==> config.mk <==
export PLATFORM = sky130hd
export DESIGN_NAME = receiver_buffer
export DESIGN_NICKNAME = d
export VERILOG_FILES = /design/src/design/cpu_pkg.sv /design/src/design/receiver_buffer.sv
export SDC_FILE = /design/constraint.sdc
export NUM_CORES = 1
export LEC_CHECK = 0
export BUFFER_PORTS_ARGS = -buffer_cell sky130_fd_sc_hd__clkbuf_2
export CAP_MARGIN = 40
export CORE_ASPECT_RATIO = 0.6
export CORE_MARGIN = 3
export CORE_UTILIZATION = 40
export CTS_CLUSTER_DIAMETER = 30
export DETAILED_ROUTE_END_ITERATION = 6
export HOLD_SLACK_MARGIN = 0.1
export PLACE_DENSITY = 0.64
export SKIP_CTS_REPAIR_TIMING = 1
export SYNTH_ARGS = -nofsm -noshare
export SYNTH_HDL_FRONTEND = slang
export SYNTH_SLANG_ARGS = --single-unit
export TNS_END_PERCENT = 30
==> constraint.sdc <==
create_clock -name CLK -period 3.56 [get_ports CLK]
set_input_delay 0.712 -clock CLK [delete_from_list [all_inputs] [get_ports CLK]]
set_output_delay 0.712 -clock CLK [all_outputs]
set_load 0.02 [all_outputs]
==> src/design/cpu_pkg.sv <==
`default_nettype none

package cpu_pkg;

	localparam int inst_addr_w = 10;
	localparam int data_addr_w = 8;
	localparam int rx_depth = 4;

	// primary opcodes
	localparam logic [5:0] op_special = 6'h00;
	localparam logic [5:0] op_j = 6'h02;
	localparam logic [5:0] op_beq = 6'h04;
	localparam logic [5:0] op_bne = 6'h05;
	localparam logic [5:0] op_addiu = 6'h09;
	localparam logic [5:0] op_ori = 6'h0d;
	localparam logic [5:0] op_lui = 6'h0f;
	localparam logic [5:0] op_lw = 6'h23;
	localparam logic [5:0] op_sw = 6'h2b;
	// link access, funct picks the direction
	localparam logic [5:0] op_uart = 6'h3f;

	localparam logic [5:0] fn_sll = 6'h00;
	localparam logic [5:0] fn_addu = 6'h21;
	localparam logic [5:0] fn_subu = 6'h23;
	localparam logic [5:0] fn_and = 6'h24;
	localparam logic [5:0] fn_or = 6'h25;
	localparam logic [5:0] fn_slt = 6'h2a;
	localparam logic [5:0] fn_in = 6'h01;
	localparam logic [5:0] fn_out = 6'h02;

	localparam logic [3:0] alu_add = 4'd0;
	localparam logic [3:0] alu_sub = 4'd1;
	localparam logic [3:0] alu_and = 4'd2;
	localparam logic [3:0] alu_or = 4'd3;
	localparam logic [3:0] alu_slt = 4'd4;
	localparam logic [3:0] alu_sll = 4'd5;
	localparam logic [3:0] alu_lui = 4'd6;

	localparam logic [1:0] wb_alu = 2'd0;
	localparam logic [1:0] wb_mem = 2'd1;
	localparam logic [1:0] wb_uart = 2'd2;

	typedef union packed {
		struct packed {
			logic [5:0] opcode;
			logic [4:0] rs;
			logic [4:0] rt;
			logic [4:0] rd;
			logic [4:0] shamt;
			logic [5:0] funct;
		} r;
		struct packed {
			logic [5:0] opcode;
			logic [4:0] rs;
			logic [4:0] rt;
			logic [15:0] imm;
		} i;
		struct packed {
			logic [5:0] opcode;
			logic [25:0] index;
		} j;
	} inst_word_t;

endpackage

`default_nettype wire

==> src/design/receiver_buffer.sv <==
`timescale 1ns/1ps
`default_nettype none

module receiver_buffer (
	input logic CLK,
	input logic reset,
	input logic [7:0] rx_data,
	input logic rx_valid,
	input logic load,
	output logic imem_we,
	output logic [31:0] imem_data,
	output logic in_ready,
	output logic [31:0] in_word,
	input logic in_pop
);

	logic load_q, word_done, push, pop;
	logic [1:0] byte_cnt;
	logic [23:0] low_bytes;
	logic [31:0] queue [cpu_pkg::rx_depth];
	logic [$clog2(cpu_pkg::rx_depth)-1:0] head, tail;
	logic [$clog2(cpu_pkg::rx_depth):0] count;

	// a load edge restarts word assembly
	assign word_done = rx_valid && byte_cnt == 2'd3 && load == load_q;
	assign push = word_done && !load
		&& count != cpu_pkg::rx_depth[$clog2(cpu_pkg::rx_depth):0];
	assign pop = in_pop && in_ready;
	assign in_ready = count != '0;
	assign in_word = queue[head];

	always_ff @(posedge CLK) begin
		if (reset) begin
			load_q <= 1'b0;
			byte_cnt <= 2'd0;
			imem_we <= 1'b0;
			head <= '0;
			tail <= '0;
			count <= '0;
		end else begin
			load_q <= load;
			imem_we <= word_done && load;
			if (load != load_q) begin
				byte_cnt <= {1'b0, rx_valid};
			end else if (rx_valid) begin
				byte_cnt <= byte_cnt + 1'b1;
			end
			if (push) tail <= tail + 1'b1;
			if (pop) head <= head + 1'b1;
			case ({push, pop})
				2'b10: count <= count + 1'b1;
				2'b01: count <= count - 1'b1;
				default: count <= count;
			endcase
		end
	end

	// byte 0 ends up in the low bits
	always_ff @(posedge CLK) begin
		if (rx_valid) low_bytes <= {rx_data, low_bytes[23:8]};
		if (word_done) imem_data <= {rx_data, low_bytes};
		if (push) queue[tail] <= {rx_data, low_bytes};
	end

endmodule

`default_nettype wire

After elaboration in Yosys (flattened, before gate mapping):

Memory sizes are Yosys's and may differ from the RTL's. A register that Yosys moved wholly into a read port is not among the register bits.
Index checks and enable logic that the tools add are counted.

* register bits after elaboration: 67
* RAM bits: 128
* bits of input ports: 13
* output and inout port bits: 66
* logic and storage cells: 39
* memories kept: 1

* $add $sub $neg: 5
* equality and inequality tests: 6
* multiplexer cells: 7
* reductions and logical operators: 11

Memory list
* queue: depth 4, bits a word 32, rd ports 1, clocked after memory_dff 1, write ports 1, line receiver_buffer.sv:20 `logic [31:0] queue [cpu_pkg::rx_depth];`

Operators with widths (count)
* adder 2 x 1 -> 2 bit (second input constant): 3
* logical AND 1 bit: 6
* case mux 3 bit (2 select lines): 1
* == test 2 bit (second input constant): 2
* two-way mux 1 bit: 4
* two-way mux 2 bit: 2
* nonzero test 2 bit: 2
* adder 3 x 1 -> 3 bit (second input constant): 1
* inequality test 3 bit (second input constant): 1
* nonzero test 3 bit: 1
* subtractor 3 x 1 -> 3 bit (second input constant): 1
* == test 2 x 1 -> 1 bit (second input constant): 1
* OR reduction 2 bit: 1
* == test 1 bit: 1
* logical NOT 1 bit: 1
* inequality test 1 bit: 1

Longest topological paths before layout:

Gate-level depths: netlist of run 1.

* depth after elaboration: 7
* depth in mapped cells: 10
* depth with buffers taken out: 10

Worst setup path after synthesis of run 1:

OpenSTA, ideal clock, no wires.

* kind: input to register
* start point: input port load
* end point: register imem_data[0] (enable)
* setup time: 0.422 ns
* arrival: 2.259 ns
* data required time: 3.138 ns
* path slack: 0.879 ns
* cell stages on the path: 2
* buffers on the path: 0
* cells stage by stage: xor2_1 nor2_1

* longest elaborated chain between the ends: 2

RTL lines
* start: declaration: line receiver_buffer.sv:9 `input logic load,`
* == test 1 bit: line receiver_buffer.sv:25 `assign word_done = rx_valid && byte_cnt == 2'd3 && load == load_q;`
* logical AND 1 bit: line receiver_buffer.sv:25
* end signal: assignment: line receiver_buffer.sv:61 `if (word_done) imem_data <= {rx_data, low_bytes};`
* end: declaration: line receiver_buffer.sv:11 `output logic [31:0] imem_data,`

No other way between the ends.
A chain may end at the register's enable or synchronous reset.

==> results.json, run 1 <==
{
  "outcome": "complete, no violations",
  "sw_frac_of_total_pct": 19.99,
  "path_class": "reg -> out",
  "synth_top_family_by_area": "multiplexers",
  "yosys.area_share.simple_pct": 1.786,
  "p_leak_uw": 0.002752,
  "wl_mm": 12.26,
  "netlist_top_cells_area": "edfxtp_1, mux4_2, dfxtp_1, ha_1, xor2_1",
  "syn_area_per_cell_um2": 23.92,
  "p_comb_share_pct": 0.9,
  "synth.top_cells.by_count": "edfxtp_1, mux4_2, dfxtp_1, nor2_1, inv_1",
  "p_total_uw": 4539,
  "portBuffers": 78,
  "hold_path.class": "reg -> reg",
  "critPathCaptureType": "output port",
  "fmax_ghz": 0.3523,
  "post-route-period-util_pct": 79.73,
  "vias_per_cell": 4.882,
  "syn_inst": 290,
  "switchingPower_uw": 907.6,
  "hold_violations": 0,
  "drtIter0Drc": 246,
  "syn_nets": 310,
  "cts_max_level": 4,
  "max-slew-margin-rel_pct": 62.16,
  "maxSlewViolCount": 0,
  "synth_warnings": 0,
  "clk_pin_slew_ps": 70,
  "worst_pin_slew_ps": 566.2,
  "power_frac_seq_pct": 57.1,
  "arrival_ps": 2130,
  "grt_setup_unrepaired": "no",
  "grt_max_degree": 33,
  "start_util_pct": 41.73,
  "dieArea_um2": 19010,
  "synthAdderAreaFrac_pct": 1.371,
  "clkPwrFrac_pct": 42.1,
  "ios": 79,
  "ir_drop_mv": 0.3444,
  "synth_top_cell_by_area": "edfxtp_1",
  "synth-edff-count": 184,
  "clockBufferDepth": 2,
  "holdWs_ps": 527.0,
  "antenna_found_initial": 0,
  "cp-start-kind": "flip-flop",
  "cts_sinks": 197,
  "ys_ff_latch": 197,
  "ys_seq_area_share_pct": 83.41,
  "cap_violations": 0,
  "clockRootBuffer": "clkbuf_16",
  "area_delta_synth_final_pct": 19.55,
  "drive_gt1_share_pct": 40.25,
  "grt_util_all_layers_pct": 13.76,
  "routedWlPerCell_um": 19.52,
  "tritoncts": "built",
  "antenna_cells": 0,
  "synth_xor_area_share_pct": 0.6313,
  "clk_latency_ps": 420,
  "synth_top_area_share_pct": 79.65,
  "synth-async-reset-ratio_pct": 0,
  "synthMuxAreaShare_pct": 10.89,
  "grt_overflow": 0,
  "grt_pass1_vias": 3217,
  "fin_area_um2": 8293,
  "pwr_density_cell_nw_per_um2": 547.4,
  "nets": 407,
  "worstPathRequired_ps": 2850,
  "critPathMaxFanout": 20,
  "synth_area_um2": 6937,
  "vias": 3066,
  "hpwl_mm": 7.239,
  "synthDistinctLibCells": 28,
  "place_congestion": 0.6873,
  "ant_nets": 0,
  "setup_violations": 0,
  "final.setup.tns_ps": 0,
  "grt_pass1_wl_mm": 19.07,
  "synth_compound_area_share_pct": 1.028,
  "drc_errors": 0,
  "cts_buffers": 17,
  "die_x_um": 176.0,
  "die_h_um": 108.0,
  "yosysMostFrequentCell": "edfxtp_1",
  "dr.pass1.iters": 4,
  "utilization_pct": 49.89,
  "dpl_cell_area_um2": 7692,
  "synthFlopType": "edfxtp_1",
  "core_um2": 16620,
  "period_needed_ps": 2838,
  "skew_ps": 12.83,
  "intPower_uw": 3632,
  "fill_cells": 1352,
  "rows": 36
}
[critical path, stage by stage, from the launching register on]
cell	delay, ps
dfxtp_2	660
buf_12	280
mux4_2	580
clkbuf_2	180
[worst paths after layout]
kind              slack (ps)                     to  depth (start not counted)                startpoint
hold reg to reg          530   tail[1]$_SDFFE_PP0P_                          2      tail[1]$_SDFFE_PP0P_
setup / recovery         720            in_word[11]                          3                 flip-flop
setup reg to reg        1240  count[2]$_SDFFE_PP0P_                         10  byte_cnt[1]$_SDFFE_PP0P_
hold / removal           530   tail[1]$_SDFFE_PP0P_                          2      tail[1]$_SDFFE_PP0P_
[registers in the layout, summed over array words and instances (netlist names), named ones only]
signal and cells:
byte_cnt 2, count 3, head 2, imem_data 32
imem_we 1, load_q 1, low_bytes 24, queue 128
tail 2
[power by group through the flow]
stage | Combinational (uW) | Sequential, uW | Clock [uW]
2_1_floorplan | 12.1 | 2630 | 0
3_3_place_gp | 38.9 | 2640 | 0
3_5_place_dp | 41.4 | 2640 | 0
4_1_cts | 41.4 | 2590 | 1960
5_1_grt | 45.4 | 2600 | 2050
6_report | 40.3 | 2590 | 1910
[cells in the final DEF (no fill, tap or decap), types with 2 or more instances in the layout]
cell       count
a21oi_1        3
and2_2         4
buf_12         2
buf_4          5
bufinv_16      2
clkbuf_16     17
clkbuf_2      78
clkinv_4       6
dfxtp_1       11
dfxtp_2        2
edfxtp_1     184
ha_1           6
inv_1          7
inv_6          3
mux2i_1        2
mux4_2        32
nand2b_1       2
nor2_1         8
o21ai_0        2
or3_1          2
xor2_1         4
[cells by family after synthesis]
group | after synthesis
xor gates and xnor gates | 5
muxes | 35
AOI/OAI and AO/OA | 8
adders and majority gates | 7
and+or+nand+nor | 23
DFF | 197
buffers and inverters | 15
[stage by stage]
stage,setup slack [ps],cells
global route,576.8,628
detailed placement,872.3,596
floorplan,879.5,290
global placement,953.3,594
finish,721.8,628
CTS,670.8,628
[final cells by class]
type | instances | area [um2] | share of cell area (%)
Multi-Input combinational cell | 78 | 1097 | 13.23
Timing Repair Buffer | 86 | 495.5 | 5.975
Inverter | 7 | 26.28 | 0.3168
Tap cell | 228 | 285.3 | 3.440
Clock buffer | 18 | 429.2 | 5.175
Sequential cell | 197 | 5788 | 69.79
Clock inverter | 14 | 171.4 | 2.067
[layer usage]
metal  vias to the layer above  share of wire (%)  GRT usage [%]
met4                         0                1.1          4.574
met1                      1583                 48          20.02
li1                       1373                  -              -
met5                         -                  0              0
met3                        20                5.4          3.544
met2                        90                 45          20.52
Note: power is estimated with default switching activity, not from simulation.
==> inputs of run 2 (changes only) <==
ABC_AREA = 1   (was default)
PLACE_DENSITY = 0.66   (was 0.64)
clock period = 2.4 ns   (was 3.56 ns; I/O delays follow)
==> results.json, run 2 <==
{
  "worstReg2RegStart": "byte_cnt[0]$_SDFFE_PP0P_",
  "place_congestion": 0.7704,
  "drc_errors": 0,
  "start_util_pct": 41.18,
  "portBuffers": 78,
  "setup_violations": 0,
  "tritoncts": "built",
  "synthDistinctLibCells": 20,
  "die_h_um": 109.4,
  "synth_top_family_by_area": "compound AO/OA/AOI/OAI gates",
  "path_class": "reg -> out",
  "seq_area_um2": 5789,
  "fill_cells": 1489,
  "ys_seq_area_share_pct": 81.15,
  "cap_violations": 0,
  "top_register": "queue",
  "layout_top_registers": "queue x128, imem_data x32, low_bytes x24",
  "critPathCaptureType": "output port",
  "synthMuxAreaShare_pct": 0,
  "dieArea_um2": 19510,
  "hold_violations": 0,
  "ios": 79,
  "fin_area_um2": 8499,
  "largest_reg_flops": 128,
  "skew_ps": 12.39,
  "synthFlopType": "edfxtp_1",
  "vias": 4147,
  "r2r_slack_ps": 500,
  "antenna_cells": 0,
  "synth_area_um2": 7129,
  "antenna_found_initial": 0,
  "dr.pass1.iters": 5,
  "synth-edff-count": 184,
  "hpwl_mm": 8.944,
  "reg2reg_to": "count[2]$_SDFFE_PP0P_",
  "pwr_density_cell_nw_per_um2": 861.8,
  "netlist_top_cells_area": "edfxtp_1, nor2_1, dfxtp_1, o22ai_1, o21ai_0",
  "synth_top_area_share_pct": 77.50,
  "clk_latency_ps": 420,
  "grt_util_all_layers_pct": 15.78,
  "outcome": "complete, no violations",
  "hold_path.class": "in -> reg",
  "grt_pass1_vias": 4104,
  "cp-start-kind": "flip-flop",
  "max-slew-margin-rel_pct": 70.13,
  "ant_nets": 0,
  "yosys.area_share.simple_pct": 6.125,
  "dpl_cell_area_um2": 7861,
  "rows": 37,
  "worst_pin_slew_ps": 448.1,
  "synth_top_cell_by_area": "edfxtp_1",
  "core_um2": 17310,
  "syn_inst": 462,
  "synth.top_cells.by_count": "edfxtp_1, nor2_1, o21ai_0, o22ai_1, o21ai_1",
  "syn_area_per_cell_um2": 15.43,
  "ys_ff_latch": 197,
  "drive_gt1_share_pct": 23.55,
  "die_x_um": 178.4,
  "cts_sinks": 197,
  "fmax_ghz": 0.4372,
  "cts_buffers": 17,
  "synth-async-reset-ratio_pct": 0,
  "synthAdderAreaFrac_pct": 1.334,
  "nets": 576,
  "grt_overflow": 0,
  "synth_compound_area_share_pct": 7.862,
  "synth_xor_area_share_pct": 0,
  "drtIter0Drc": 344,
  "clk_pin_slew_ps": 70,
  "syn_nets": 482,
  "critPathMaxFanout": 29,
  "p_leak_uw": 0.002994,
  "period_needed_ps": 2287,
  "ir_drop_mv": 0.4760,
  "grt_max_degree": 65,
  "synth_warnings": 0,
  "routedWlPerCell_um": 18.68,
  "arrival_ps": 1810,
  "vias_per_cell": 5.164,
  "r2r_cells": 13,
  "clockBufferDepth": 2,
  "final_common_cell": "edfxtp_1",
  "area_delta_synth_final_pct": 19.22,
  "endpoint": "in_word[22]",
  "multi_input_area_um2": 1129,
  "grt_setup_unrepaired": "no",
  "clockRootBuffer": "clkbuf_16",
  "yosysMostFrequentCell": "edfxtp_1",
  "grt_pass1_wl_mm": 22.81,
  "cts_max_level": 4,
  "wl_mm": 15.00,
  "maxSlewViolCount": 0,
  "worstPathRequired_ps": 1920,
  "post-route-period-util_pct": 95.29,
  "p_total_uw": 7325,
  "layout_common_cells": "edfxtp_1, clkbuf_2, nor2_1"
}
-- run 2: changes by cell type in the layout (fill, tap and decap cells not counted), moves of 14 or more --
cell | before | now
inv_1 | 7 | 21
mux4_2 | 32 | 0
nand2_1 | 1 | 25
nor2_1 | 8 | 75
o21ai_0 | 2 | 38
o21ai_1 | 0 | 28
o22ai_1 | 0 | 31
-- run 2: cell families after synthesis --
family	after synthesis
flops	197
buf+inv	42
compound gates	104
simple gates	112
fa+ha+maj	7
-- run 2: power breakdown --
part	switching (uW)	internal, uW	total (uW)
Clock	1280	1560	2840
Sequential	74.7	3810	3890
Combinational	421	174	596
-- run 2: worst max-delay path, stage by stage, from the launching register on --
cell and delay (ps):
dfxtp_4 480, buf_12 210, o21ai_0 110, o22ai_1 320
clkbuf_2 240
-- run 2: metal layers --
| metal | routed length (um) | global-route usage (%) | vias to the layer above |
|---|---|---|---|
| met5 | 0 | 0 | - |
| met4 | 130 | 4.444 | 0 |
| met3 | 1087 | 4.693 | 10 |
| met2 | 6591 | 23.95 | 162 |
| met1 | 7190 | 22.30 | 2090 |
| li1 | - | - | 1885 |
-- run 2: layout make-up --
| cell class | count | share of cell area (%) |
|---|---|---|
| clock buffer | 17 | 5.005 |
| clock inverter | 15 | 2.002 |
| inverter | 23 | 1.163 |
| multi-input combinational | 223 | 13.28 |
| sequential | 197 | 68.11 |
| tap | 234 | 3.445 |
| timing repair buffer | 94 | 6.992 |
-- run 2: worst min path at each step --
stage	from	end	slack (ps)	cells past startpoint
3_5_place_dp	byte_cnt[1]$_SDFFE_PP0P_	byte_cnt[1]$_SDFFE_PP0P_	470	2
4_1_cts	reset	load_q$_SDFF_PP0_	260	2
5_1_grt	reset	load_q$_SDFF_PP0_	260	2
2_1_floorplan	byte_cnt[1]$_SDFFE_PP0P_	byte_cnt[1]$_SDFFE_PP0P_	440	2
3_3_place_gp	byte_cnt[1]$_SDFFE_PP0P_	byte_cnt[1]$_SDFFE_PP0P_	450	2
6_report	reset	load_q$_SDFF_PP0_	280	2
-- run 2: through the flow --
step | TNS, ps | instances | utilization (%) | hold WS [ps] | setup WS [ps]
2_1_floorplan | -35020 | 462 | - | 438.0 | -273.6
3_3_place_gp | 0 | 770 | 45.40 | 450.0 | 469.3
3_5_place_dp | 0 | 770 | 45.40 | 469.1 | 408.4
4_1_cts | -4.057 | 802 | 48.84 | 259.5 | -4.057
5_1_grt | 0 | 803 | 49.09 | 265.0 | 36.48
6_report | 0 | 803 | 49.09 | 276.8 | 113.0
==> inputs of run 3 (changes only) <==
GPL_TIMING_DRIVEN = 0   (was default)
RECOVER_POWER = 100   (was default)
==> results.json, run 3 (same netlist as run 2, synthesis figures left out) <==
{
  "tritoncts": "built",
  "seq_area_um2": 5786,
  "grt_max_degree": 23,
  "path_class": "reg -> out",
  "drive_gt1_share_pct": 16.29,
  "die_h_um": 109.4,
  "portBuffers": 78,
  "top_register": "queue",
  "fmax_ghz": 0.4283,
  "clockRootBuffer": "clkbuf_16",
  "max-slew-margin-rel_pct": 9.221,
  "grt_pass1_vias": 4035,
  "outcome": "complete, no violations",
  "cp-start-kind": "flip-flop",
  "dpl_cell_area_um2": 7993,
  "cts_max_level": 4,
  "ios": 79,
  "drc_errors": 0,
  "post-place-ws_ps": -240.5,
  "antenna_cells": 0,
  "p_leak_uw": 0.002888,
  "layout_top_registers": "queue x128, imem_data x32, low_bytes x24",
  "clk_latency_ps": 410,
  "vias_per_cell": 5.055,
  "post-route-period-util_pct": 97.27,
  "ant_nets": 0,
  "antenna_found_initial": 0,
  "fill_cells": 1477,
  "setup_violations": 0,
  "layout_common_cells": "edfxtp_1, nor2_1, clkbuf_1",
  "clockBufferDepth": 2,
  "pwr_density_cell_nw_per_um2": 862.8,
  "critPathCaptureType": "output port",
  "grt_util_all_layers_pct": 15.91,
  "core_um2": 17310,
  "vias": 4100,
  "ir_drop_mv": 0.5164,
  "drtIter0Drc": 410,
  "die_x_um": 178.4,
  "clk_pin_slew_ps": 70,
  "arrival_ps": 1850,
  "multi_input_area_um2": 1122,
  "cap_violations": 0,
  "dr.pass1.iters": 5,
  "wl_mm": 15.09,
  "r2r_slack_ps": 130,
  "worstPathRequired_ps": 1920,
  "fin_area_um2": 8437,
  "maxSlewViolCount": 0,
  "hold_path.class": "in -> reg",
  "routedWlPerCell_um": 18.61,
  "start_util_pct": 41.18,
  "grt_pass1_wl_mm": 22.87,
  "dieArea_um2": 19510,
  "period_needed_ps": 2335,
  "final_common_cell": "edfxtp_1",
  "hold_violations": 0,
  "setup_slack_ps": 65.42,
  "skew_ps": 9.517,
  "holdWs_ps": 279.6,
  "cts_buffers": 17,
  "place_congestion": 0.7783,
  "worst_pin_slew_ps": 1362,
  "cts_sinks": 197,
  "critPathMaxFanout": 10,
  "hpwl_mm": 9.701,
  "area_delta_synth_final_pct": 18.34,
  "grt_overflow": 0,
  "dp_cells": 780,
  "p_total_uw": 7279,
  "nets": 585,
  "largest_reg_flops": 128,
  "rows": 37,
  "stdcell_count": 811
}
## run 3: changes by cell type in the layout (fill, tap and decap cells not counted), sizes merged
cell,change
buf,+5
clkbuf,+6
clkinv,+1
clkinvlp,-2
inv,-2
## run 3: final cells by class
type	instances	share of cell area [%]
repair buffers	84	4.924
plain buffers	19	1.943
clock buffers	19	5.131
clock inverters	12	1.542
flip-flops and latches	197	68.57
multi-input cells	223	13.30
well taps	234	3.470
inverters	23	1.112
## run 3: worst paths after layout
check,from,to,cells past startpoint
worst max-delay path,flip-flop,in_word[20],4
worst min-delay path,reset,load_q$_SDFF_PP0_,2
worst max register to register,byte_cnt[0]$_SDFFE_PP0P_,queue[3][3]$_DFFE_PP_,6
worst min register to register,byte_cnt[1]$_SDFFE_PP0P_,byte_cnt[1]$_SDFFE_PP0P_,2
## run 3: power by group
part	total (uW)	internal [uW]	switching (uW)
clock network	2750	1540	1220
registers	3880	3810	63.3
logic	649	204	445
total	7280	5550	1730
## run 3: routing by layer
metal | vias to the layer above | part of all wire (%) | track usage [%] | wire length (um)
li1 | 1908 | - | - | -
met1 | 2026 | 47 | 22.78 | 7042
met2 | 155 | 45 | 24.41 | 6737
met3 | 11 | 7.8 | 4.141 | 1183
met4 | 0 | 0.83 | 4.222 | 125
met5 | - | 0 | 0 | 0
## run 3: worst max-delay path: stages (launching register included)
cell      delay, ps
dfxtp_1         500
clkbuf_4        290
o21ai_0         100
o22ai_1         310
clkbuf_2        240
## run 3: per-stage QoR
| stage | TNS, ps | utilization (%) |
|---|---|---|
| detailed placement | -11630 | 46.16 |
| global placement | -288740 | 45.12 |
| CTS | 0 | 49.41 |
| floorplan | -35020 | - |
| global route | -8.409 | 48.73 |
| finish | 0 | 48.73 |
