`src/design/cpu_pkg.sv`:
```
`default_nettype none

package cpu_pkg;

	localparam int inst_addr_w = 10;
	localparam int data_addr_w = 8;
	localparam int rx_depth = 4;

	// primary opcodes
	localparam logic [5:0] op_special = 6'h00;
	localparam logic [5:0] op_j = 6'h02;
	localparam logic [5:0] op_beq = 6'h04;
	localparam logic [5:0] op_bne = 6'h05;
	localparam logic [5:0] op_addiu = 6'h09;
	localparam logic [5:0] op_ori = 6'h0d;
	localparam logic [5:0] op_lui = 6'h0f;
	localparam logic [5:0] op_lw = 6'h23;
	localparam logic [5:0] op_sw = 6'h2b;
	// link access, funct picks the direction
	localparam logic [5:0] op_uart = 6'h3f;

	localparam logic [5:0] fn_sll = 6'h00;
	localparam logic [5:0] fn_addu = 6'h21;
	localparam logic [5:0] fn_subu = 6'h23;
	localparam logic [5:0] fn_and = 6'h24;
	localparam logic [5:0] fn_or = 6'h25;
	localparam logic [5:0] fn_slt = 6'h2a;
	localparam logic [5:0] fn_in = 6'h01;
	localparam logic [5:0] fn_out = 6'h02;

	localparam logic [3:0] alu_add = 4'd0;
	localparam logic [3:0] alu_sub = 4'd1;
	localparam logic [3:0] alu_and = 4'd2;
	localparam logic [3:0] alu_or = 4'd3;
	localparam logic [3:0] alu_slt = 4'd4;
	localparam logic [3:0] alu_sll = 4'd5;
	localparam logic [3:0] alu_lui = 4'd6;

	localparam logic [1:0] wb_alu = 2'd0;
	localparam logic [1:0] wb_mem = 2'd1;
	localparam logic [1:0] wb_uart = 2'd2;

	typedef union packed {
		struct packed {
			logic [5:0] opcode;
			logic [4:0] rs;
			logic [4:0] rt;
			logic [4:0] rd;
			logic [4:0] shamt;
			logic [5:0] funct;
		} r;
		struct packed {
			logic [5:0] opcode;
			logic [4:0] rs;
			logic [4:0] rt;
			logic [15:0] imm;
		} i;
		struct packed {
			logic [5:0] opcode;
			logic [25:0] index;
		} j;
	} inst_word_t;

endpackage

`default_nettype wire

```
`src/design/write_back_pc.sv`:
```
`timescale 1ns/1ps
`default_nettype none

module write_back_pc (
	input logic CLK,
	input logic reset,
	input logic mem_valid,
	input logic [31:0] result, mem_data,
	input logic in_ready,
	input logic [31:0] in_word,
	input logic [4:0] mem_rd_dst,
	input logic mem_reg_write,
	input logic [1:0] mem_wb_src,
	input logic mem_take_branch,
	input logic [cpu_pkg::inst_addr_w-1:0] mem_target, mem_pc,
	output logic wr_en,
	output logic [4:0] wr_addr,
	output logic [31:0] wr_data,
	output logic in_pop,
	output logic [cpu_pkg::inst_addr_w-1:0] next_pc,
	output logic start
);

	logic waiting, is_in, done;

	// result is still held by execution, nothing else is in flight
	assign is_in = mem_wb_src == cpu_pkg::wb_uart && mem_reg_write;
	assign done = (mem_valid || waiting) && (!is_in || in_ready);
	assign in_pop = done && is_in;

	always_ff @(posedge CLK) begin
		if (reset) begin
			waiting <= 1'b0;
			wr_en <= 1'b0;
			start <= 1'b0;
		end else begin
			start <= done;
			wr_en <= done && mem_reg_write;
			if (done) begin
				waiting <= 1'b0;
			end else if (mem_valid) begin
				waiting <= 1'b1;
			end
		end
	end

	always_ff @(posedge CLK) begin
		if (done) begin
			wr_addr <= mem_rd_dst;
			next_pc <= mem_take_branch ? mem_target : mem_pc + 1'b1;
			case (mem_wb_src)
				cpu_pkg::wb_mem: wr_data <= mem_data;
				cpu_pkg::wb_uart: wr_data <= in_word;
				default: wr_data <= result;
			endcase
		end
	end

endmodule

`default_nettype wire

```
`config.mk`:
```
export PLATFORM = sky130hd
export DESIGN_NAME = write_back_pc
export DESIGN_NICKNAME = d
export VERILOG_FILES = /design/src/design/cpu_pkg.sv /design/src/design/write_back_pc.sv
export SDC_FILE = /design/constraint.sdc
export NUM_CORES = 1
export LEC_CHECK = 0
export BUFFER_PORTS_ARGS = -buffer_cell sky130_fd_sc_hd__clkbuf_2
export CORE_ASPECT_RATIO = 0.5
export CORE_UTILIZATION = 40
export DETAILED_ROUTE_END_ITERATION = 10
export PLACE_DENSITY = 0.8
export SLEW_MARGIN = 20
export SYNTH_ARGS = -nofsm -noshare
export SYNTH_HDL_FRONTEND = slang
export SYNTH_SLANG_ARGS = --single-unit
```
`constraint.sdc`:
```
create_clock -name CLK -period 2.4 [get_ports CLK]
set_input_delay 0 -clock CLK [delete_from_list [all_inputs] [get_ports CLK]]
set_output_delay 0 -clock CLK [all_outputs]
set_load 0.01 [all_outputs]
```
Word-level counts from Yosys, hierarchy flattened
Cells that the tools add are included.
- bits in registers: 50
- input bits: 129
- output and inout port bits: 50
- word-level logic and storage cells: 19
- $add $sub $neg: 1
- equal/unequal tests: 2
- muxes and demuxes: 2
- reductions and logical operators: 8
- operators with widths (kind ; count):
    32-bit one-hot mux with 2 select lines ; 1
    10-bit by 1-bit adder with 10-bit output (second input constant) ; 1
    10-bit 2-to-1 mux ; 1
    1-bit logical AND ; 4
    2-bit by 1-bit equality test with 1-bit output (second input constant) ; 1
    2-bit equality test (second input constant) ; 1
    1-bit logical OR ; 2
    2-bit OR reduction ; 1
    1-bit zero test ; 1

Depth between registers and ports, before layout
Gate-level depths: netlist of run 1.
- depth after elaboration: 6
- mapped depth: 6
- mapped depth without buffers: 5

Worst setup path before layout of run 1
No wires, ideal clock.
- path type: input to register
- start: input mem_wb_src[0]
- end: register next_pc[0] (netlist bit), enable pin
- library setup time: 0.401 ns
- arrival time: 1.480 ns
- slack: 0.518 ns
- stages: 6
- buffers on the path: 1
- cell sequence: inv_1 -> ha_1 -> clkbuf_1 -> nand2_1 -> o22ai_1 -> inv_1
- longest elaborated chain between the ends: 5
- ends and longest elaborated chain (element ; RTL line ; source):
    from (decl) ; write_back_pc.sv:13 ; input logic [1:0] mem_wb_src,
    2-bit equality test ; write_back_pc.sv:27 ; assign is_in = mem_wb_src == cpu_pkg::wb_uart && mem_reg_write;
    1-bit logical AND ; write_back_pc.sv:27 ;
    1-bit zero test ; write_back_pc.sv:28 ; assign done = (mem_valid || waiting) && (!is_in || in_ready);
    1-bit logical OR ; write_back_pc.sv:28 ;
    1-bit logical AND ; write_back_pc.sv:28 ;
    net done ; write_back_pc.sv:24 ; logic waiting, is_in, done;
    to (signal assigned) ; write_back_pc.sv:50 ; next_pc <= mem_take_branch ? mem_target : mem_pc + 1'b1;
    to (decl) ; write_back_pc.sv:20 ; output logic [cpu_pkg::inst_addr_w-1:0] next_pc,
The timed path passes the listed nets, and every way through them passes these cells.
A chain may end at the register's enable or synchronous reset.

Worst setup path in the final report of run 1
- start: input mem_reg_write
- end: register wr_data[30], enable pin
- longest elaborated chain between the ends: 4
- ends and longest elaborated chain (element ; RTL line ; source):
    from (decl) ; write_back_pc.sv:12 ; input logic mem_reg_write,
    1-bit logical AND ; write_back_pc.sv:27 ;
    1-bit zero test ; write_back_pc.sv:28 ;
    1-bit logical OR ; write_back_pc.sv:28 ;
    1-bit logical AND ; write_back_pc.sv:28 ;
    net done ; write_back_pc.sv:24 ;
    to (signal assigned) ; write_back_pc.sv:52 ; cpu_pkg::wb_mem: wr_data <= mem_data;
    to (signal assigned) ; write_back_pc.sv:53 ; cpu_pkg::wb_uart: wr_data <= in_word;
    to (signal assigned) ; write_back_pc.sv:54 ; default: wr_data <= result;
    to (decl) ; write_back_pc.sv:18 ; output logic [31:0] wr_data,
The timed path passes the listed nets, and every way through them passes these cells.

==> results of run 1 <==
==> synth_stat cells, drive strengths merged <==
library cell,number
edfxtp,47
nand2,42
o21ai,36
a22oi,32
clkbuf,15
nand3,7
inv,5
nor2,5
or4,5
dfxtp,3
ha,3
o211ai,3
a31oi,2
nand4,2
o31ai,2
xor2,2
mux2,1
nor3b,1
nor4,1
o22ai,1
xnor2,1
==> power groups by stage <==
stage | logic [mW] | registers, mW | clock network [mW]
2_1_floorplan | 0.139 | 1.12 | 0
3_3_place_gp | 0.378 | 1.08 | 0
3_5_place_dp | 0.388 | 1.08 | 0
4_1_cts | 0.413 | 1.06 | 0.702
5_1_grt | 0.455 | 1.07 | 0.744
6_report | 0.416 | 1.06 | 0.695
==> cells by family after synthesis <==
family / count (synthesis)
AO/OA/AOI/OAI: 76
AND/OR/NAND/NOR: 63
flip-flops: 50
buffers and inverters: 20
XOR/XNOR: 3
adder cells (fa/ha/maj): 3
multiplexers: 1
==> area by class of cell <==
cell class,instances,share of cell area
Clock buffer,5,0.03416
Clock inverter,3,0.005466
Inverter,5,0.005125
Multi-Input combinational cell,146,0.2272
Sequential cell,50,0.4018
Tap cell,73,0.02494
Timing Repair Buffer,200,0.3013
==> state kept, by name, indices dropped and copies added, names as in the netlist <==
name / flops
start: 1
wr_addr: 5
wr_en: 1
next_pc: 10
wr_data: 32
waiting: 1
==> critical path, delay by kind of cell <==
family	cells	cell delay, ns
compound gates	1	0.14
buf+inv	3	1.37
simple gates	1	0.11
==> worst max-delay path by stage <==
stage,start,endpoint,slack [ns],cells after the start
finish,mem_reg_write,wr_data[30],0.64,5
global placement,mem_wb_src[0],wr_data[30],0.74,6
detailed placement,mem_wb_src[0],wr_data[21],0.67,6
global route,mem_reg_write,wr_data[30],0.54,5
floorplan,mem_wb_src[0],next_pc[0],0.52,6
CTS,mem_reg_write,wr_data[10],0.67,5
==> repair_timing <==
item | 4_1_cts | 5_1_grt
hold buffers | 18 | 1
gates resized for setup | 0 | 0
endpoints found under the hold margin | 18 | 1
==> stage by stage <==
stage                       util  instance area, sq um
after floorplan                -                  2379
after global placement    0.5930                  3327
after detailed placement  0.5930                  3327
after CTS                 0.6510                  3652
after global routing      0.6528                  3662
final                     0.6528                  3662
==> routing by layer <==
layer,GRT usage,vias to the layer above
met2,0.4259,90
li1,-,1204
met3,0.05400,25
met4,0.09459,0
met1,0.2377,1163
met5,0,-
==> results.sh, run 1 <==
export IMPL_setup_viol=0
export IMPL_finClkSkew_ns=0.005577
export IMPL_synth_area_leaders="edfxtp_1, a22oi_1, o21ai_0, nand2_1, dfxtp_1"
export IMPL_synth_area_sq_mm=0.002379
export IMPL_multi_input_area_sq_um=832.0
export IMPL_leakagePower_nw=1.695
export IMPL_wl_met1_um=2505
export IMPL_status="complete, but fails checks"
export IMPL_setup_tns_ns=0
export IMPL_holdWs_ns=-0.001800
export IMPL_hp_start="result[28]"
export IMPL_cp_cell_sequence="dlygate4sd3_1 > clkbuf_2 > nand2_1 > o22ai_1 > inv_2"
export IMPL_ios=179
export IMPL_start_kind="input port"
export IMPL_power_switching_mw=0.5505
export IMPL_grt_pass1_vias=2366
export IMPL_dp_cells=455
export IMPL_endpoint_kind="register"
export IMPL_first_pass_iters=8
export IMPL_diodes=0
export IMPL_clock_path_buffers=2
export IMPL_num_fill_cells=426
export IMPL_dr_max_layer_used="met4"
export IMPL_synth_top_family_by_area="compound AO/OA/AOI/OAI gates"
export IMPL_start_util=0.4240
export IMPL_synth_compound_area_frac=0.2004
export IMPL_grt_usage=0.2223
export IMPL_crit_type="in -> reg"
export IMPL_clock_sinks=50
export IMPL_routed_via_count=2482
export IMPL_min_period_ns=1.759
export IMPL_hold_viol=4
export IMPL_synth_seq_area_share=0.6186
export IMPL_seqPwrFrac=0.489
export IMPL_finalMaxSlewViolations=0
export IMPL_synth_top_cell_by_area="edfxtp_1"
export IMPL_wl_um=6858
export IMPL_synth_top_cell_area_share=0.5934
export IMPL_fin_nets=540
export IMPL_max_freq_mhz=568.6
export IMPL_postRouteAntennaNets=0
export IMPL_syn_avg_cell_area_sq_um=11.01
export IMPL_io_buffers=178
export IMPL_rr_endpoint="wr_data[30]"
export IMPL_path_clk_slew_ns=0.06
export IMPL_fin_cells=482
export IMPL_internal_power_mw=1.624
export IMPL_final_common_cell="clkbuf_2"
export IMPL_worstHoldEndpoint="wr_data[28]"
export IMPL_comb_power_share=0.191
export IMPL_dr_wl_met3_um=350
export IMPL_wl_per_cell_um=14.23
export IMPL_cpPeakStageDelay_ns=0.70
export IMPL_path_max_fanout=47
export IMPL_worst_pin_slew_ns=0.9309
export IMPL_yosysUniqueCellTypes=22
export IMPL_core_area_sq_mm=0.005610
export IMPL_r2r_start="waiting"
export IMPL_num_rows=19
export IMPL_yosys_warnings=0
export IMPL_vias_per_cell=5.149
export IMPL_wl_met2_um=3819
export IMPL_vdd_drop_max_v=0.0003466
export IMPL_drv_cap=0
export IMPL_antenna_found_initial=0
export IMPL_crit_required_ns=2.31
export IMPL_h_tree_depth=2
export IMPL_grt_max_degree=65
export IMPL_gp_congestion=0.8508
export IMPL_drcViolationCount=10
export IMPL_die_w_um=111.1
export IMPL_power_density_mw_per_mm2=593.7
export IMPL_finalPower_mw=2.174
export IMPL_numCtsBuffers=5
export IMPL_post_cts_setup_buffers=0
export IMPL_violations="DRC, hold timing"
export IMPL_p_sw_frac=0.2532
export IMPL_syn_nets=348
export IMPL_area_growth_pct=53.97
export IMPL_cts_tree="yes"
export IMPL_synth_fa_ha_area_frac=0.01578
export IMPL_regArea_sq_mm=0.001471
export IMPL_fin_crit_sh=0.7328
export IMPL_rr_worst_depth=2
export IMPL_whs_path_depth=3
export IMPL_yosys_area_share_simple=0.1178
export IMPL_clockPowerShare=0.320
export IMPL_drive_gt1_frac=0.4670
export IMPL_dp_hpwl_um=4998
export IMPL_synth_xor_area_share=0.01105
export IMPL_critPathSlowestCell="inv_2"
export IMPL_synth_seq_cells=50
export IMPL_insertion_delay_ns=0.29
export IMPL_grt_pass1_wl_um=10850
export IMPL_die_area_sq_mm=0.006277
export IMPL_post_place_ws_ns=0.6658
export IMPL_syn_inst=216
export IMPL_clockRootBuffer="clkbuf_16"
export IMPL_overflow=0
export IMPL_die_h_um=56.53
export IMPL_rsz0062_at_grt="false"
export IMPL_slew_headroom=0.3785
export IMPL_layout_common_cells="clkbuf_2, edfxtp_1, nand2_1, o21ai_0, a22oi_1"
export IMPL_first_iter_violations=186
export IMPL_synth_mux_area_fraction=0.004734
export IMPL_arrival_ns=1.67
export IMPL_ff2ff_setup_slack_ns=0.78
export IMPL_fin_ws_ns=0.6413
export IMPL_hold_class="in -> reg"
(Power assumes the default switching activity.)
==> run 2: changes to the inputs <==
--- a/config.mk
+++ b/config.mk
@@ -7,9 +7,9 @@
 export LEC_CHECK = 0
 export BUFFER_PORTS_ARGS = -buffer_cell sky130_fd_sc_hd__clkbuf_2
 export CORE_ASPECT_RATIO = 0.5
-export CORE_UTILIZATION = 40
+export CORE_UTILIZATION = 36
 export DETAILED_ROUTE_END_ITERATION = 10
-export PLACE_DENSITY = 0.8
+export PLACE_DENSITY = 0.76
 export SLEW_MARGIN = 20
 export SYNTH_ARGS = -nofsm -noshare
 export SYNTH_HDL_FRONTEND = slang
==> constraint.sdc (replaced) <==
create_clock -name CLK -period 1.44 [get_ports CLK]
set_input_delay 0 -clock CLK [delete_from_list [all_inputs] [get_ports CLK]]
set_output_delay 0 -clock CLK [all_outputs]
set_load 0.01 [all_outputs]
==> run 2 against run 1 <==
Net effect:
- the run now ends clean
- clock skew shrank 0.0032 ns
- critical path depth shrank 1
- register-to-register slack worse by 0.56 ns
- clock power grew 61%
- final area up 3.4%
- total power up 67%
- non-clock buffer count is 6 higher
- sequential power increased by 67%
- first-iteration DRC count shrank 18%
- die area increased by 11%
- critical path type unchanged
- highest routed layer unchanged
==> results.sh, run 2 (synthesis results as in run 1) <==
export IMPL_multi_input_area_sq_um=865.8
export IMPL_drv_cap=0
export IMPL_power_density_mw_per_mm2=959.3
export IMPL_postCtsResizedCells=0
export IMPL_finalPower_mw=3.632
export IMPL_fin_crit_sh=0.9099
export IMPL_grt_max_degree=33
export IMPL_h_tree_depth=2
export IMPL_insertion_delay_ns=0.28
export IMPL_vias_per_cell=4.821
export IMPL_cts_tree="yes"
export IMPL_rr_endpoint="waiting"
export IMPL_post_cts_setup_buffers=0
export IMPL_hold_class="in -> reg"
export IMPL_postRouteAntennaNets=0
export IMPL_gp_congestion=0.7539
export IMPL_dp_hpwl_um=5180
export IMPL_rsz0062_at_grt="false"
export IMPL_arrival_ns=1.53
export IMPL_ff2ff_setup_slack_ns=0.22
export IMPL_num_fill_cells=534
export IMPL_slew_headroom=0.7596
export IMPL_cpPeakStageDelay_ns=0.59
export IMPL_use_met3=0.03579
export IMPL_fin_cells=503
export IMPL_start_util=0.3817
export IMPL_hold_viol=0
export IMPL_max_freq_mhz=763.2
export IMPL_drcViolationCount=0
export IMPL_fin_area_sq_mm=0.003786
export IMPL_area_growth_pct=59.18
export IMPL_leakagePower_nw=1.738
export IMPL_status="finished clean"
export IMPL_top_register="wr_data"
export IMPL_wl_per_cell_um=13.91
export IMPL_fin_ws_ns=0.1298
export IMPL_grt_busiest_layer="met2"
export IMPL_reg_top3="wr_data (32), next_pc (10), wr_addr (5)"
export IMPL_die_h_um=59.48
export IMPL_die_area_sq_mm=0.006956
export IMPL_first_pass_iters=4
export IMPL_crit_top_cell="dlygate4sd3_1"
export IMPL_io_buffers=178
export IMPL_overflow=0
export IMPL_fin_nets=546
export IMPL_finalMaxSlewViolations=0
export IMPL_wl_um=6995
export IMPL_core_area_sq_mm=0.006231
export IMPL_grt_usage=0.1993
export IMPL_crit_path_start="in_ready"
export IMPL_ios=179
export IMPL_crit_end="waiting"
export IMPL_crit_type="in -> reg"
export IMPL_grt_pass1_wl_um=10370
export IMPL_min_period_ns=1.310
export IMPL_largest_reg_flops=32
export IMPL_rr_worst_depth=3
export IMPL_finClkSkew_ns=0.002331
export IMPL_first_iter_violations=152
export IMPL_placed_area_sq_mm=0.003440
export IMPL_clock_path_buffers=2
export IMPL_worst_pin_slew_ns=0.3607
export IMPL_layout_common_cells="clkbuf_2, edfxtp_1, nand2_1, o21ai_0, a22oi_1"
export IMPL_setup_viol=0
export IMPL_final_common_cell="clkbuf_2"
export IMPL_cp_cell_sequence="dlygate4sd3_1 > clkbuf_2 > nor4_1 > dlygate4sd3_1"
export IMPL_endpoint_kind="register"
export IMPL_numCtsBuffers=5
export IMPL_crit_required_ns=1.66
export IMPL_die_w_um=117.0
export IMPL_grtUsageMet1=0.2342
export IMPL_path_max_fanout=2
export IMPL_drive_gt1_frac=0.4771
export IMPL_vdd_drop_max_v=0.0004811
export IMPL_setup_tns_ns=0
export IMPL_antenna_found_initial=0
export IMPL_diodes=0
export IMPL_critPathSlowestCell="dlygate4sd3_1"
export IMPL_num_rows=20
export IMPL_met2_usage=0.3677
export IMPL_post_place_ws_ns=0.2420
export IMPL_clockRootBuffer="clkbuf_16"
export IMPL_grt_pass1_vias=2192
export IMPL_routed_via_count=2425
export IMPL_start_kind="input port"
export IMPL_r2r_start="waiting"
export IMPL_regArea_sq_mm=0.001473
export IMPL_path_clk_slew_ns=0.06
export IMPL_clock_sinks=50
export IMPL_dp_cells=474
export IMPL_cts_hold_buf=21
-- run 2: per-layer routing --
metal,wire length (um),part of all wire
met4,144,0.021
met1,2805,0.40
met2,3769,0.54
met3,275,0.039
met5,0,0
-- run 2: cell type report --
cell class	count	area share
inverter	5	0.005948
tap	88	0.02908
timing repair buffer	206	0.3113
multi-input combinational	146	0.2287
sequential	50	0.3890
clock buffer	8	0.03602
-- run 2: through the flow --
stage,util,hold slack (ns)
2_1_floorplan,-,0.07010
3_3_place_gp,0.5520,0.1782
3_5_place_dp,0.5520,0.1801
4_1_cts,0.6076,0.0003093
5_1_grt,0.6076,0.009812
6_report,0.6076,0.001104
-- run 2: how the worst min path moves through the flow --
| stage | end | startpoint | cells after the start | slack, ns |
|---|---|---|---|---|
| after floorplan | waiting | in_ready | 1 | 0.07 |
| after global placement | wr_addr[0] | mem_rd_dst[0] | 1 | 0.18 |
| after detailed placement | wr_addr[4] | mem_rd_dst[4] | 1 | 0.18 |
| after CTS | wr_data[3] | result[3] | 3 | 0.0003 |
| after global routing | wr_data[4] | result[4] | 3 | 0.01 |
| final | wr_data[26] | result[26] | 3 | 0.001 |
-- run 2: critical path: cells and delay by family --
| family | cells | cell delay [ns] |
|---|---|---|
| buffers and inverters | 3 | 1.26 |
| AND/OR/NAND/NOR | 1 | 0.28 |
-- run 2: power by group --
group	internal, mW	total (mW)	switching [mW]	leakage (nW)
Combinational	0.358	0.742	0.384	1.18
Sequential	1.74	1.77	0.0293	0.495
Clock	0.647	1.12	0.474	0.0652
Total	2.75	3.63	0.887	1.74
==> run 3: changes to the inputs <==
--- a/config.mk
+++ b/config.mk
@@ -7,9 +7,11 @@
 export LEC_CHECK = 0
 export BUFFER_PORTS_ARGS = -buffer_cell sky130_fd_sc_hd__clkbuf_2
 export CORE_ASPECT_RATIO = 0.5
+export CORE_MARGIN = 2
 export CORE_UTILIZATION = 36
 export DETAILED_ROUTE_END_ITERATION = 10
 export PLACE_DENSITY = 0.76
+export SETUP_SLACK_MARGIN = 0.2
 export SLEW_MARGIN = 20
 export SYNTH_ARGS = -nofsm -noshare
 export SYNTH_HDL_FRONTEND = slang
==> run 3 against run 2 <==
Net effect:
- die area increased by 5.1%
- critical endpoint is now next_pc[2]
- cell count is 2.0% lower
- clock-buffer cell count fell by 1
- maximum frequency increased by 10%
- final area fell by 1.9%
- flip-flop and latch count did not move
- utilization decreased by 1.2 points
- global-route usage shrank 2.5 points
==> results.sh, run 3 (synthesis results as in run 1) <==
export IMPL_grt_pass1_vias=2150
export IMPL_start_kind="input port"
export IMPL_fin_util=0.5958
export IMPL_dp_cells=473
export IMPL_regArea_sq_mm=0.001473
export IMPL_post_cts_setup_buffers=0
export IMPL_setup_viol=0
export IMPL_rsz0062_at_grt="false"
export IMPL_fin_ws_ns=0.2529
export IMPL_ios=179
export IMPL_antenna_found_initial=0
export IMPL_max_freq_mhz=842.4
export IMPL_dp_hpwl_um=5314
export IMPL_routed_via_count=2364
export IMPL_crit_required_ns=1.48
export IMPL_fin_area_sq_mm=0.003712
export IMPL_clock_path_buffers=2
export IMPL_h_tree_depth=2
export IMPL_finClkSkew_ns=0.002669
export IMPL_endpoint_kind="register"
export IMPL_area_growth_pct=56.08
export IMPL_vdd_drop_max_v=0.0005075
export IMPL_diodes=0
export IMPL_min_period_ns=1.187
export IMPL_core_area_sq_mm=0.006231
export IMPL_wl_um=6729
export IMPL_gp_congestion=0.8256
export IMPL_largest_reg_flops=32
export IMPL_postCtsResizedCells=0
export IMPL_slew_headroom=0.7614
export IMPL_clockRootBuffer="clkbuf_16"
export IMPL_die_area_sq_mm=0.007312
export IMPL_num_fill_cells=558
export IMPL_postRouteAntennaNets=0
export IMPL_wl_per_cell_um=13.65
export IMPL_start_util=0.3817
export IMPL_hold_viol=0
export IMPL_die_w_um=119.0
export IMPL_status="finished clean"
export IMPL_path_clk_slew_ns=0.06
export IMPL_io_buffers=178
export IMPL_path_max_fanout=26
export IMPL_drcViolationCount=0
export IMPL_cts_tree="yes"
export IMPL_first_iter_violations=143
export IMPL_overflow=0
export IMPL_leakagePower_nw=1.704
export IMPL_multi_input_area_sq_um=865.8
export IMPL_fin_cells=493
export IMPL_use_met3=0.03333
export IMPL_die_h_um=61.48
export IMPL_first_pass_iters=4
export IMPL_numCtsBuffers=5
export IMPL_grt_usage=0.1747
export IMPL_top_register="wr_data"
export IMPL_clock_sinks=50
export IMPL_grt_pass1_wl_um=10040
export IMPL_grtUsageMet1=0.2220
export IMPL_grt_busiest_layer="met2"
export IMPL_grt_max_degree=45
export IMPL_fin_nets=536
export IMPL_num_rows=20
export IMPL_worst_pin_slew_ns=0.3579
export IMPL_arrival_ns=1.22
export IMPL_drive_gt1_frac=0.4914
export IMPL_reg_top3="wr_data (32), next_pc (10), wr_addr (5)"
export IMPL_layout_common_cells="clkbuf_2, edfxtp_1, nand2_1, o21ai_0, a22oi_1"
export IMPL_cts_hold_buf=12
export IMPL_crit_type="in -> reg"
export IMPL_post_place_ws_ns=0.2477
export IMPL_fin_crit_sh=0.8244
export IMPL_final_common_cell="clkbuf_2"
export IMPL_finalPower_mw=3.632
export IMPL_power_density_mw_per_mm2=978.4
export IMPL_vias_per_cell=4.795
export IMPL_placed_area_sq_mm=0.003445
export IMPL_drv_cap=0
export IMPL_finalMaxSlewViolations=0
export IMPL_met2_usage=0.3186
export IMPL_hold_class="in -> reg"
export IMPL_insertion_delay_ns=0.28
[run 3: changes by cell type in the layout (fill, tap and decap cells not counted), sizes merged]
cell | previous run | this run
clkbuf | 186 | 185
clkinv | 0 | 1
dlygate4sd3 | 21 | 12
buf | 7 | 6
[run 3: worst paths after layout]
| kind | from | endpoint | slack [ns] | cells after the start |
|---|---|---|---|---|
| max | in_ready | next_pc[2] | 0.25 | 5 |
| min | mem_target[3] | next_pc[3] | 0.0009 | 3 |
| max reg2reg | waiting | next_pc[2] | 0.25 | 3 |
| min reg2reg | waiting | waiting | 0.53 | 2 |
[run 3: layout make-up]
type / instances / share of cell area
sequential: 50 / 0.3967
timing repair buffer: 196 / 0.2946
inverter: 5 / 0.006067
multi-input combinational: 146 / 0.2332
clock inverter: 1 / 0.001348
tap: 88 / 0.02966
clock buffer: 7 / 0.03842
[run 3: power by group]
part | internal (mW) | switching, mW
clock network | 0.689 | 0.460
logic | 0.342 | 0.374
registers | 1.74 | 0.0277
total | 2.77 | 0.862
[run 3: worst max-delay path, stage by stage]
cell and delay (ns):
dlygate4sd3_1 0.54, clkbuf_2 0.13, o22ai_4 0.17, clkinvlp_4 0.18, buf_12 0.19
[run 3: per-stage QoR]
step,hold WS (ns),setup TNS [ns]
2_1_floorplan,0.07010,-8.660
3_3_place_gp,0.1783,0
3_5_place_dp,0.1791,0
4_1_cts,0.0002088,0
5_1_grt,0.01142,0
6_report,0.0008958,0
[run 3: metal layers]
metal	wire, um	vias to the layer above	share of wire
li1	-	1199	-
met1	2895	1111	0.43
met2	3549	48	0.53
met3	217	6	0.032
met4	67	0	0.010
met5	0	-	0
